### config.mk
export PLATFORM = sky130hd
export DESIGN_NAME = fpDivSqrtUnit
export DESIGN_NICKNAME = d
export VERILOG_FILES = /design/src/hw/fpDivSqrtPkg.sv /design/src/hw/fpDivSqrtUnit.sv /design/src/hw/issueQueue.sv /design/src/hw/iterEngine.sv /design/src/hw/operandUnpack.sv /design/src/hw/resultArbiter.sv
export SDC_FILE = /design/constraint.sdc
export NUM_CORES = 1
export LEC_CHECK = 0
export ABC_CLOCK_PERIOD_IN_PS = 6700
export BUFFER_PORTS_ARGS = -buffer_cell sky130_fd_sc_hd__buf_2
export CELL_PAD_IN_SITES_DETAIL_PLACEMENT = 0
export CELL_PAD_IN_SITES_GLOBAL_PLACEMENT = 1
export CORE_MARGIN = 3
export CORE_UTILIZATION = 52
export DETAILED_ROUTE_END_ITERATION = 7
export PLACE_DENSITY_LB_ADDON = 0.12
export RECOVER_POWER = 100
export SETUP_SLACK_MARGIN = 0.5
export SYNTH_ARGS = -nofsm -noshare
export SYNTH_HDL_FRONTEND = slang
export SYNTH_SLANG_ARGS = --single-unit
### constraint.sdc
create_clock -name clk -period 6.7 [get_ports clk]
set_input_delay 0.67 -clock clk [delete_from_list [all_inputs] [get_ports clk]]
set_output_delay 0.67 -clock clk [all_outputs]
set_load 0.03 [all_outputs]
### src/hw/fpDivSqrtPkg.sv
// ***********************************************************
// single precision normal operands only, truncating results
// no zero, denormal, inf, NaN or exponent range handling
// ***********************************************************
`default_nettype none

package fpDivSqrtPkg;

  // opcode encoding
  localparam logic opDiv = 1'b0;
  localparam logic opSqrt = 1'b1;

  localparam int TagWidth = 8;
  localparam int MantWidth = 24;  // hidden bit included
  localparam int IterSteps = 24;  // one result bit per step, both ops
  localparam int ExpBias = 127;

  // one operand word, raw or split into IEEE fields
  typedef union packed {
    logic [31:0] bits;
    struct packed {
      logic sign;
      logic [7:0] exponent;
      logic [22:0] fraction;
    } fields;
  } fpWord;

endpackage

`default_nettype wire

### src/hw/fpDivSqrtUnit.sv
// ***********************************************************
// results may return out of order, match them by outTag
// ***********************************************************
`timescale 1ns/1ps
`default_nettype none

module fpDivSqrtUnit #(
  parameter int QueueDepth = 4,
  parameter int NumEngines = 3
) (
  input  logic clk,
  input  logic rst,
  input  logic inValid,
  input  logic inOp,
  input  fpDivSqrtPkg::fpWord inA,
  input  fpDivSqrtPkg::fpWord inB,
  input  logic [fpDivSqrtPkg::TagWidth-1:0] inTag,
  output logic full,
  output logic outValid,
  output logic [fpDivSqrtPkg::TagWidth-1:0] outTag,
  output fpDivSqrtPkg::fpWord outResult
);

  localparam int MW = fpDivSqrtPkg::MantWidth;
  localparam int TW = fpDivSqrtPkg::TagWidth;

  logic issueValid, issueOp;
  logic [NumEngines-1:0] issueSel, startVec, busy, done, grant, resSign;
  fpDivSqrtPkg::fpWord issueA, issueB;
  logic [TW-1:0] issueTag, uTag;
  logic uOp, uSign;
  logic [47:0] uNum;
  logic [MW-1:0] uDen;
  logic signed [9:0] uExp;
  logic [NumEngines*MW-1:0] resMant;
  logic [NumEngines*8-1:0] resExp;
  logic [NumEngines*TW-1:0] resTag;

  issueQueue #(.QueueDepth(QueueDepth), .NumEngines(NumEngines)) queue (
    .clk, .rst, .inValid, .inOp, .inA, .inB, .inTag, .busy,
    .full, .issueValid, .issueSel, .issueOp, .issueA, .issueB, .issueTag
  );

  operandUnpack #(.NumEngines(NumEngines)) unpack (
    .clk, .rst, .issueValid, .issueSel, .issueOp, .issueA, .issueB, .issueTag,
    .startVec, .uOp, .uNum, .uDen, .uSign, .uExp, .uTag
  );

  for (genvar e = 0; e < NumEngines; e++) begin : engine
    iterEngine core (
      .clk, .rst, .start(startVec[e]), .uOp, .uNum, .uDen, .uSign, .uExp, .uTag,
      .grant(grant[e]), .busy(busy[e]), .done(done[e]),
      .resMant(resMant[e*MW +: MW]), .resSign(resSign[e]),
      .resExp(resExp[e*8 +: 8]), .resTag(resTag[e*TW +: TW])
    );
  end

  resultArbiter #(.NumEngines(NumEngines)) arbiter (
    .clk, .rst, .done, .resMant, .resSign, .resExp, .resTag,
    .grant, .outValid, .outTag, .outResult
  );

endmodule

`default_nettype wire

### src/hw/issueQueue.sv
// ***********************************************************
// inValid must stay low while full is high, no overflow check
// head issues to the lowest idle engine, one per cycle
// ***********************************************************
`timescale 1ns/1ps
`default_nettype none

module issueQueue #(
  parameter int QueueDepth = 4,
  parameter int NumEngines = 3
) (
  input  logic clk,
  input  logic rst,
  input  logic inValid,
  input  logic inOp,
  input  fpDivSqrtPkg::fpWord inA,
  input  fpDivSqrtPkg::fpWord inB,
  input  logic [fpDivSqrtPkg::TagWidth-1:0] inTag,
  input  logic [NumEngines-1:0] busy,
  output logic full,
  output logic issueValid,
  output logic [NumEngines-1:0] issueSel,
  output logic issueOp,
  output fpDivSqrtPkg::fpWord issueA,
  output fpDivSqrtPkg::fpWord issueB,
  output logic [fpDivSqrtPkg::TagWidth-1:0] issueTag
);

  localparam int PtrWidth = (QueueDepth > 1) ? $clog2(QueueDepth) : 1;
  localparam int CntWidth = $clog2(QueueDepth + 1);

  logic opMem [QueueDepth];
  logic [31:0] aMem [QueueDepth];
  logic [31:0] bMem [QueueDepth];
  logic [fpDivSqrtPkg::TagWidth-1:0] tagMem [QueueDepth];

  logic [PtrWidth-1:0] rdPtr, wrPtr;
  logic [CntWidth-1:0] count;
  logic [NumEngines-1:0] lastSel;  // start still sitting in the unpack stage
  logic [NumEngines-1:0] idle, pick;

  assign idle = ~busy & ~lastSel;

  always_comb begin
    pick = '0;
    for (int i = NumEngines - 1; i >= 0; i--) begin
      if (idle[i]) begin
        pick = '0;
        pick[i] = 1'b1;
      end
    end
  end

  assign full = (count == CntWidth'(QueueDepth));
  assign issueValid = (count != '0) && (|idle);
  assign issueSel = issueValid ? pick : '0;
  assign issueOp = opMem[rdPtr];
  assign issueA.bits = aMem[rdPtr];
  assign issueB.bits = bMem[rdPtr];
  assign issueTag = tagMem[rdPtr];

  always_ff @(posedge clk) begin
    if (inValid) begin
      opMem[wrPtr] <= inOp;
      aMem[wrPtr] <= inA.bits;
      bMem[wrPtr] <= inB.bits;
      tagMem[wrPtr] <= inTag;
    end
  end

  always_ff @(posedge clk) begin
    if (rst) begin
      rdPtr <= '0;
      wrPtr <= '0;
      count <= '0;
      lastSel <= '0;
    end else begin
      lastSel <= issueSel;
      if (inValid)
        wrPtr <= (wrPtr == PtrWidth'(QueueDepth - 1)) ? '0 : wrPtr + 1'b1;
      if (issueValid)
        rdPtr <= (rdPtr == PtrWidth'(QueueDepth - 1)) ? '0 : rdPtr + 1'b1;
      count <= count + CntWidth'(inValid) - CntWidth'(issueValid);
    end
  end

endmodule

`default_nettype wire

### src/hw/iterEngine.sv
// ***********************************************************
// radix-2 divide or square root, IterSteps cycles start to done
// result held until granted, start only while idle
// ***********************************************************
`timescale 1ns/1ps
`default_nettype none

module iterEngine (
  input  logic clk,
  input  logic rst,
  input  logic start,
  input  logic uOp,
  input  logic [47:0] uNum,
  input  logic [fpDivSqrtPkg::MantWidth-1:0] uDen,
  input  logic uSign,
  input  logic signed [9:0] uExp,
  input  logic [fpDivSqrtPkg::TagWidth-1:0] uTag,
  input  logic grant,
  output logic busy,
  output logic done,
  output logic [fpDivSqrtPkg::MantWidth-1:0] resMant,
  output logic resSign,
  output logic [7:0] resExp,
  output logic [fpDivSqrtPkg::TagWidth-1:0] resTag
);

  localparam int CntWidth = $clog2(fpDivSqrtPkg::IterSteps + 1);

  logic [CntWidth-1:0] stepCnt;
  logic opReg;
  logic [fpDivSqrtPkg::MantWidth-1:0] denReg;
  logic [25:0] rem;
  logic [47:0] pend;  // numerator bits not yet consumed
  logic [fpDivSqrtPkg::MantWidth-1:0] acc;  // quotient or root so far

  logic stepping, curOp, ge;
  logic [fpDivSqrtPkg::MantWidth-1:0] curDen, curAcc;
  logic [25:0] curRem;
  logic [47:0] curPend;
  logic [27:0] wide, trial, diff;

  assign stepping = start | (busy & ~done);

  // first step runs on the start edge straight from the bus
  always_comb begin
    curOp = start ? uOp : opReg;
    curDen = start ? uDen : denReg;
    curAcc = start ? '0 : acc;
    if (start) begin
      curRem = (uOp == fpDivSqrtPkg::opDiv) ? {2'b00, uNum[47:24]} : '0;
      curPend = (uOp == fpDivSqrtPkg::opDiv) ? {uNum[23:0], 24'b0} : uNum;
    end else begin
      curRem = rem;
      curPend = pend;
    end
    if (curOp == fpDivSqrtPkg::opDiv) begin
      wide = {2'b00, curRem[24:0], curPend[47]};
      trial = {4'b0000, curDen};
    end else begin
      wide = {curRem, curPend[47:46]};
      trial = {2'b00, curAcc, 2'b01};
    end
    ge = (wide >= trial);
    diff = wide - trial;
  end

  always_ff @(posedge clk) begin
    if (stepping) begin
      rem <= ge ? diff[25:0] : wide[25:0];
      pend <= (curOp == fpDivSqrtPkg::opDiv) ? curPend << 1 : curPend << 2;
      acc <= {curAcc[fpDivSqrtPkg::MantWidth-2:0], ge};
    end
    if (start) begin
      opReg <= uOp;
      denReg <= uDen;
      resSign <= uSign;
      resExp <= uExp[7:0];
      resTag <= uTag;
    end
  end

  always_ff @(posedge clk) begin
    if (rst) begin
      busy <= 1'b0;
      done <= 1'b0;
      stepCnt <= '0;
    end else if (start) begin
      busy <= 1'b1;
      done <= 1'b0;
      stepCnt <= CntWidth'(1);
    end else if (busy && !done) begin
      stepCnt <= stepCnt + 1'b1;
      if (stepCnt == CntWidth'(fpDivSqrtPkg::IterSteps - 1))
        done <= 1'b1;
    end else if (done && grant) begin
      busy <= 1'b0;
      done <= 1'b0;
    end
  end

  assign resMant = acc;

endmodule

`default_nettype wire

### src/hw/operandUnpack.sv
// ***********************************************************
// one cycle stage, operands assumed normal and in range
// ***********************************************************
`timescale 1ns/1ps
`default_nettype none

module operandUnpack #(
  parameter int NumEngines = 3
) (
  input  logic clk,
  input  logic rst,
  input  logic issueValid,
  input  logic [NumEngines-1:0] issueSel,
  input  logic issueOp,
  input  fpDivSqrtPkg::fpWord issueA,
  input  fpDivSqrtPkg::fpWord issueB,
  input  logic [fpDivSqrtPkg::TagWidth-1:0] issueTag,
  output logic [NumEngines-1:0] startVec,
  output logic uOp,
  output logic [47:0] uNum,
  output logic [fpDivSqrtPkg::MantWidth-1:0] uDen,
  output logic uSign,
  output logic signed [9:0] uExp,
  output logic [fpDivSqrtPkg::TagWidth-1:0] uTag
);

  localparam logic signed [9:0] Bias = 10'(fpDivSqrtPkg::ExpBias);

  logic [fpDivSqrtPkg::MantWidth-1:0] mA, mB;
  logic signed [9:0] eA, eB, eU, halfExp, nextExp;
  logic [24:0] base;  // dividend or radicand, maybe doubled
  logic nextSign;

  always_comb begin
    mA = {1'b1, issueA.fields.fraction};
    mB = {1'b1, issueB.fields.fraction};
    eA = {2'b00, issueA.fields.exponent};
    eB = {2'b00, issueB.fields.exponent};
    eU = eA - Bias;
    halfExp = '0;
    if (issueOp == fpDivSqrtPkg::opSqrt) begin
      if (eU[0]) begin  // odd exponent
        base = {mA, 1'b0};
        eU = eU - 10'sd1;
      end else begin
        base = {1'b0, mA};
      end
      halfExp = eU >>> 1;
      nextExp = halfExp + Bias;
      nextSign = 1'b0;
    end else begin
      if (mA < mB) begin
        base = {mA, 1'b0};
        nextExp = eA - eB + Bias - 10'sd1;
      end else begin
        base = {1'b0, mA};
        nextExp = eA - eB + Bias;
      end
      nextSign = issueA.fields.sign ^ issueB.fields.sign;
    end
  end

  always_ff @(posedge clk) begin
    if (rst)
      startVec <= '0;
    else
      startVec <= issueValid ? issueSel : '0;
  end

  always_ff @(posedge clk) begin
    if (issueValid) begin
      uOp <= issueOp;
      uNum <= {base, 23'b0};
      uDen <= mB;
      uSign <= nextSign;
      uExp <= nextExp;
      uTag <= issueTag;
    end
  end

endmodule

`default_nettype wire

### src/hw/resultArbiter.sv
// ***********************************************************
// fixed priority, engine 0 wins, no output back-pressure
// ***********************************************************
`timescale 1ns/1ps
`default_nettype none

module resultArbiter #(
  parameter int NumEngines = 3
) (
  input  logic clk,
  input  logic rst,
  input  logic [NumEngines-1:0] done,
  input  logic [NumEngines*fpDivSqrtPkg::MantWidth-1:0] resMant,
  input  logic [NumEngines-1:0] resSign,
  input  logic [NumEngines*8-1:0] resExp,
  input  logic [NumEngines*fpDivSqrtPkg::TagWidth-1:0] resTag,
  output logic [NumEngines-1:0] grant,
  output logic outValid,
  output logic [fpDivSqrtPkg::TagWidth-1:0] outTag,
  output fpDivSqrtPkg::fpWord outResult
);

  logic [fpDivSqrtPkg::MantWidth-1:0] selMant;
  logic [7:0] selExp;
  logic [fpDivSqrtPkg::TagWidth-1:0] selTag;
  logic selSign;

  // downward scan, so the lowest done index is kept last
  always_comb begin
    grant = '0;
    selMant = '0;
    selExp = '0;
    selTag = '0;
    selSign = 1'b0;
    for (int i = NumEngines - 1; i >= 0; i--) begin
      if (done[i]) begin
        grant = '0;
        grant[i] = 1'b1;
        selMant = resMant[i*fpDivSqrtPkg::MantWidth +: fpDivSqrtPkg::MantWidth];
        selExp = resExp[i*8 +: 8];
        selTag = resTag[i*fpDivSqrtPkg::TagWidth +: fpDivSqrtPkg::TagWidth];
        selSign = resSign[i];
      end
    end
  end

  always_ff @(posedge clk) begin
    if (rst)
      outValid <= 1'b0;
    else
      outValid <= |done;
  end

  always_ff @(posedge clk) begin
    if (|done) begin
      outTag <= selTag;
      outResult.fields.sign <= selSign;
      outResult.fields.exponent <= selExp;
      outResult.fields.fraction <= selMant[fpDivSqrtPkg::MantWidth-2:0];  // drop hidden bit
    end
  end

endmodule

`default_nettype wire

==> impl_metrics.env, run 1 <==
export IMPL_run_status="complete, but fails checks"
export IMPL_violations="max-capacitance violations, max-slew violations"
export IMPL_synth_warnings=0
export IMPL_fp_dieW_um=278
export IMPL_drt_pass1_iter_count=5
export IMPL_ant_nets=0
export IMPL_critPathTopFamily="compound AO/OA/AOI/OAI gates"
export IMPL_final_nets=3224
export IMPL_post_synth_instance_area_mm2=0.0385
export IMPL_level_count_of_the_clock_h_tree=3
export IMPL_grt_remaining_overflow=0
export IMPL_antenna_found_initial=2
export IMPL_groute_usage_overall=0.258
export IMPL_cts_tree="built"
export IMPL_grt_pass1_vias=24712
export IMPL_row_count=99
export IMPL_synth_edf_count=671
export IMPL_maxCapViolCount=12
export IMPL_worst_min_delay_path_category="primary input to flop"
export IMPL_critPathRequiredTime_ps=7060
export IMPL_avgSynthCellArea_um2=13.1
export IMPL_timing_critical_path_cells="nor2b_1, a21oi_1, inv_2, mux2i_1, mux2_2, ha_1, inv_1, fa_1, a21o_1, a221oi_2, o21a_2, o311ai_1, a21o_1, a311o_1, a211o_1, buf_4, mux2_4"
export IMPL_netlist_instances=2930
export IMPL_vias=24393
export IMPL_yosysSeqAreaShare=0.582
export IMPL_setup_worst_path_start_class="flop"
export IMPL_final_hold_viol_count=0
export IMPL_timing_fmax_mhz=167
export IMPL_drt_total_wl_mm=100
export IMPL_root_buffer="sky130_fd_sc_hd__clkbuf_16"
export IMPL_crit_arrival_ps=6360
export IMPL_setup_worst_path_end_class="flop"
export IMPL_period_needed_ps=5990
export IMPL_final_setup_tns_ps=0
export IMPL_clk_pin_slew_worst_paths_ps=60
export IMPL_design_core_area_mm2=0.0731
export IMPL_pin_count=118
export IMPL_max_slew_margin_rel=-1.64
export IMPL_critPathKind="flop to flop"
export IMPL_die_area_mm2=0.0773
export IMPL_detail_route_drc_violations=0
export IMPL_grt_pass1_wl_mm=152
export IMPL_post_cts_resized_instances=0
export IMPL_start_util=0.526
export IMPL_crit_path_max_fanout=41
export IMPL_gp_routability_congestion=0.908
export IMPL_grt_setup_unrepaired="false"
export IMPL_final_setup_skew_ps=30.6
export IMPL_yosys_register_bits=783
export IMPL_cts_buffer_depth=3
export IMPL_timing_max_transition_violations_final=621
export IMPL_dp_final_hpwl_mm=70.5
export IMPL_timing_critical_path_slowest_cell_delay_ps=1200
export IMPL_crit_path_max_delay_cell_type="sky130_fd_sc_hd__dfxtp_1"
export IMPL_timing_critical_path_mode_cell="sky130_fd_sc_hd__a21o_1"
export IMPL_numClockSinks=783
export IMPL_synth_main_ff_cell="sky130_fd_sc_hd__edfxtp_1"
export IMPL_n_antenna_cell=0
export IMPL_cts_hold_fix_buffers=0
export IMPL_layout_drive_gt1_share=0.131
export IMPL_ys_types=74
export IMPL_post_place_ws_ps=1200
export IMPL_die_height_um=278
export IMPL_postCtsSetupRepairBufs=0
export IMPL_cp_num_buf_inv=3
export IMPL_drt_vias_per_instance=6.03
export IMPL_area_growth_syn_to_layout_pct=10.7
export IMPL_place_port_buffers=117
export IMPL_share_of_flip_flops_with_an_asynchronous_set_or_reset=0
export IMPL_dr_first_iter_drc_count=1856
export IMPL_wl_per_cell_um=24.8
export IMPL_total_cts_buffers=84
export IMPL_insertion_delay_ps=640
export IMPL_post_route_worst_setup_slack_ps=706
export IMPL_timing_worst_slew_pin_value_ps=3960
export IMPL_number_of_setup_violations_in_the_final_report=0
export IMPL_tcrit_tclk_final=0.895
export IMPL_grt_max_degree=143
==> synth_stat cells, types with 16 or more instances <==
library cell / instances / area share
sky130_fd_sc_hd__a211oi_1: 16 / 0.0031
sky130_fd_sc_hd__a21o_1: 37 / 0.0072
sky130_fd_sc_hd__a21oi_1: 168 / 0.022
sky130_fd_sc_hd__a22oi_1: 42 / 0.0082
sky130_fd_sc_hd__buf_1: 45 / 0.0044
sky130_fd_sc_hd__clkbuf_1: 97 / 0.0095
sky130_fd_sc_hd__dfxtp_1: 112 / 0.058
sky130_fd_sc_hd__edfxtp_1: 671 / 0.52
sky130_fd_sc_hd__ha_1: 127 / 0.041
sky130_fd_sc_hd__inv_1: 71 / 0.0069
sky130_fd_sc_hd__mux2_2: 107 / 0.031
sky130_fd_sc_hd__mux2i_1: 171 / 0.045
sky130_fd_sc_hd__mux4_2: 117 / 0.069
sky130_fd_sc_hd__nand2_1: 179 / 0.017
sky130_fd_sc_hd__nand2b_1: 20 / 0.0033
sky130_fd_sc_hd__nand3_1: 99 / 0.013
sky130_fd_sc_hd__nand4_1: 21 / 0.0034
sky130_fd_sc_hd__nor2_1: 144 / 0.014
sky130_fd_sc_hd__nor2b_1: 134 / 0.022
sky130_fd_sc_hd__nor3_1: 33 / 0.0043
sky130_fd_sc_hd__o21ai_0: 218 / 0.028
sky130_fd_sc_hd__xnor2_1: 58 / 0.013
sky130_fd_sc_hd__xor2_1: 44 / 0.010
==> metrics by stage <==
step                      utilization  instance area (um2)  std cells  hold WS (ps)
after floorplan                     -                38500       2932           410
after global placement          0.548                40000       3889           421
after detailed placement        0.548                40000       3889           422
after CTS                       0.586                42800       4042           214
after global routing            0.583                42600       4042           279
final                           0.583                42600       4042           294
==> cell families (layout without fill, tap and decap cells) <==
logic type	Yosys count	after routing	synth area share
AND/OR/NAND/NOR	697	697	0.0894
buffers and inverters	233	384	0.0239
multiplexers	405	405	0.148
other	1	3	0.0000975
flip-flops	783	783	0.582
AO/OA/AOI/OAI	577	577	0.0887
XOR/XNOR	102	102	0.0232
adder cells (fa/ha/maj)	132	132	0.0439
==> final timing paths <==
check | startpoint | end | slack (ps) | depth (start not counted)
worst max-delay path | unpack.startVec[0]$_SDFF_PP0_ | engine[0].core.rem[2]$_DFFE_PP_ | 710 | 17
worst min-delay path | inB[20] | queue.bMem[0][20]$_DFFE_PP_ | 290 | 1
worst max register to register | unpack.startVec[0]$_SDFF_PP0_ | engine[0].core.rem[2]$_DFFE_PP_ | 710 | 17
worst min register to register | engine[2].core.denReg[23]$_DFF_P_ | engine[2].core.denReg[23]$_DFF_P_ | 450 | 1
==> metal layers <==
layer  vias to the layer above  GRT usage  part of all wire  routed length, um
met5                         -          0                 0                  0
met1                     12281      0.350              0.43              42800
met2                       648      0.428              0.49              49000
met4                         0     0.0941             0.037               3730
met3                       161     0.0361             0.047               4710
li1                      11303          -                 -                  -
==> registers in the layout, indices dropped and copies added, names as in the netlist, 8 cells and up, named ones only <==
signal and cells:
queue.aMem 128, queue.bMem 128, engine.core.rem 78, engine.core.denReg 72
engine.core.pend 72, engine.core.resMant 72, arbiter.outResult 32, queue.tagMem 32
unpack.uNum 25, engine.core.resExp 24, engine.core.resTag 24, unpack.uDen 23
engine.core.stepCnt 15, arbiter.outTag 8, unpack.uExp 8, unpack.uTag 8
==> cell type report <==
type,count,area (um2)
fill,5939,30500
sequential,783,22400
multi-input combinational,1916,15200
clock buffer,114,2320
tap,959,1200
timing repair buffer,156,753
clock inverter,39,463
inverter,75,282
==> layout by cell type, fill, tap and decap left out, types with 11 or more instances in the layout <==
cell	Yosys	routed
sky130_fd_sc_hd__buf_4	2	21
sky130_fd_sc_hd__a21oi_1	168	168
sky130_fd_sc_hd__mux4_2	117	117
sky130_fd_sc_hd__nor2b_1	134	133
sky130_fd_sc_hd__a31oi_1	11	11
sky130_fd_sc_hd__mux2_2	107	102
sky130_fd_sc_hd__clkbuf_1	97	145
sky130_fd_sc_hd__ha_1	127	127
sky130_fd_sc_hd__nor2_1	144	144
sky130_fd_sc_hd__xnor2_1	58	58
sky130_fd_sc_hd__a21o_1	37	37
sky130_fd_sc_hd__o21ai_0	218	219
sky130_fd_sc_hd__nand3_1	99	99
sky130_fd_sc_hd__nor3_1	33	33
sky130_fd_sc_hd__edfxtp_1	671	671
sky130_fd_sc_hd__mux2i_1	171	171
sky130_fd_sc_hd__inv_1	71	72
sky130_fd_sc_hd__o21bai_1	14	14
sky130_fd_sc_hd__a211oi_1	16	16
sky130_fd_sc_hd__dfxtp_1	112	106
sky130_fd_sc_hd__nand4_1	21	21
sky130_fd_sc_hd__nand2_1	179	179
sky130_fd_sc_hd__o31ai_1	12	12
sky130_fd_sc_hd__nand2b_1	20	20
sky130_fd_sc_hd__clkinv_2	0	12
sky130_fd_sc_hd__clkbuf_16	0	85
sky130_fd_sc_hd__xor2_1	44	44
sky130_fd_sc_hd__a22oi_1	42	42
sky130_fd_sc_hd__and3_1	11	11
Power of run 1 is not shown: default switching activity piles up to over one toggle a cycle in this logic, so the estimate is an artifact.
==> inputs of run 2 (changes only) <==
--- a/config.mk
+++ b/config.mk
@@ -9,6 +9,7 @@
 export BUFFER_PORTS_ARGS = -buffer_cell sky130_fd_sc_hd__buf_2
 export CELL_PAD_IN_SITES_DETAIL_PLACEMENT = 0
 export CELL_PAD_IN_SITES_GLOBAL_PLACEMENT = 1
+export CORE_ASPECT_RATIO = 2
 export CORE_MARGIN = 3
 export CORE_UTILIZATION = 52
 export DETAILED_ROUTE_END_ITERATION = 7
@@ -18,3 +19,4 @@
 export SYNTH_ARGS = -nofsm -noshare
 export SYNTH_HDL_FRONTEND = slang
 export SYNTH_SLANG_ARGS = --single-unit
+export TNS_END_PERCENT = 50
==> impl_metrics.env, run 2 (synthesis gave the netlist of run 1 again) <==
export IMPL_layout_commonest_cell="sky130_fd_sc_hd__edfxtp_1"
export IMPL_area_growth_syn_to_layout_pct=9.26
export IMPL_post_cts_resized_instances=0
export IMPL_setup_worst_path_start_class="flop"
export IMPL_grt_pass1_wl_mm=154
export IMPL_level_count_of_the_clock_h_tree=3
export IMPL_fp_dieW_um=198
export IMPL_period_needed_ps=6140
export IMPL_drt_total_wl_mm=103
export IMPL_groute_usage_overall=0.269
export IMPL_critPathKind="flop to flop"
export IMPL_die_height_um=391
export IMPL_grt_max_degree=165
export IMPL_layout_drive_gt1_share=0.122
export IMPL_dp_final_hpwl_mm=74.1
export IMPL_run_status="complete, but fails checks"
export IMPL_design_core_area_mm2=0.0730
export IMPL_min_delay_start="inA[14]"
export IMPL_critPathTopFamily="buffers and inverters"
export IMPL_final_nets=3215
export IMPL_drt_pass1_iter_count=5
export IMPL_number_of_setup_violations_in_the_final_report=0
export IMPL_critPathRequiredTime_ps=7100
export IMPL_place_port_buffers=117
export IMPL_drt_vias_per_instance=6.07
export IMPL_reg_top3="queue.aMem (128), queue.bMem (128), engine.core.rem (78)"
export IMPL_setup_worst_path_end_class="flop"
export IMPL_timing_critical_path_mode_cell="sky130_fd_sc_hd__a21oi_1"
export IMPL_timing_max_transition_violations_final=668
export IMPL_final_setup_skew_ps=19.8
export IMPL_crit_path_max_fanout=44
export IMPL_clk_pin_slew_worst_paths_ps=60
export IMPL_gp_routability_congestion=1.03
export IMPL_timing_critical_path_from="engine[1].core.opReg$_DFF_P_"
export IMPL_vias=24202
export IMPL_postCtsSetupRepairBufs=0
export IMPL_cts_tree="built"
export IMPL_row_count=140
export IMPL_timing_critical_path_cells="buf_4, clkbuf_1, mux2i_1, nor2_1, a21oi_1, ha_1, a21oi_1, a21oi_1, nor3_1, o221ai_1, buf_4, a31oi_1, a22o_1, buf_12, mux2_2"
export IMPL_root_buffer="sky130_fd_sc_hd__clkbuf_16"
export IMPL_detail_route_drc_violations=0
export IMPL_timing_fmax_mhz=163
export IMPL_start_util=0.526
export IMPL_crit_path_max_delay_cell_type="sky130_fd_sc_hd__clkbuf_1"
export IMPL_crit_reg2reg_launch="engine[1].core.opReg$_DFF_P_"
export IMPL_total_cts_buffers=72
export IMPL_antenna_found_initial=0
export IMPL_timing_critical_path_slowest_cell_delay_ps=1420
export IMPL_ant_nets=0
export IMPL_tcrit_tclk_final=0.917
export IMPL_grt_setup_unrepaired="false"
export IMPL_cts_hold_fix_buffers=0
export IMPL_worst_min_delay_path_category="primary input to flop"
export IMPL_final_hold_viol_count=0
export IMPL_max_slew_margin_rel=-1.58
export IMPL_numClockSinks=783
export IMPL_violations="max-capacitance violations, max-slew violations"
export IMPL_dr_first_iter_drc_count=1480
export IMPL_insertion_delay_ps=650
export IMPL_wl_per_cell_um=25.7
export IMPL_cts_buffer_depth=3
export IMPL_n_antenna_cell=0
export IMPL_die_area_mm2=0.0775
export IMPL_crit_arrival_ps=6540
export IMPL_cp_num_buf_inv=4
export IMPL_grt_remaining_overflow=0
export IMPL_maxCapViolCount=14
export IMPL_timing_worst_slew_pin_value_ps=3870
export IMPL_pin_count=118
export IMPL_most_common_layout_cells="sky130_fd_sc_hd__edfxtp_1, sky130_fd_sc_hd__o21ai_0, sky130_fd_sc_hd__nand2_1"
export IMPL_final_setup_tns_ps=0
export IMPL_grt_pass1_vias=25323
==> run 2: metrics by stage <==
step | util | worst slack (ps) | cell area, um2 | hold slack, ps | std cells
final | 0.575 | 557 | 42000 | 279 | 3987
after global routing | 0.575 | 293 | 42000 | 264 | 3987
after CTS | 0.579 | 922 | 42300 | 180 | 3987
after detailed placement | 0.548 | 921 | 40000 | 427 | 3856
after global placement | 0.548 | 928 | 40000 | 421 | 3856
after floorplan | - | 1660 | 38500 | 410 | 2932
==> run 2: worst paths after layout <==
kind	end	slack, ps	depth (start not counted)
min reg2reg	engine[1].core.denReg[23]$_DFF_P_	440	1
min	queue.aMem[2][14]$_DFFE_PP_	280	1
max	engine[1].core.rem[1]$_DFFE_PP_	560	15
max reg2reg	engine[1].core.rem[1]$_DFFE_PP_	560	15
==> run 2: area by class of cell <==
cell class	count	area (um2)
fillers	5986	31000
flip-flops and latches	783	22400
multi-input cells	1916	15100
clock buffers	95	1940
well taps	923	1150
repair buffers	159	792
clock inverters	36	344
inverters	75	282
==> run 2: metal layers <==
| metal | global-route usage | share of wire | up-vias |
|---|---|---|---|
| met5 | 0 | 0 | - |
| met4 | 0.142 | 0.059 | 0 |
| met3 | 0.0413 | 0.043 | 203 |
| met2 | 0.503 | 0.55 | 607 |
| met1 | 0.287 | 0.35 | 12147 |
| li1 | - | - | 11245 |
Power of run 2 is left out for the same reason.
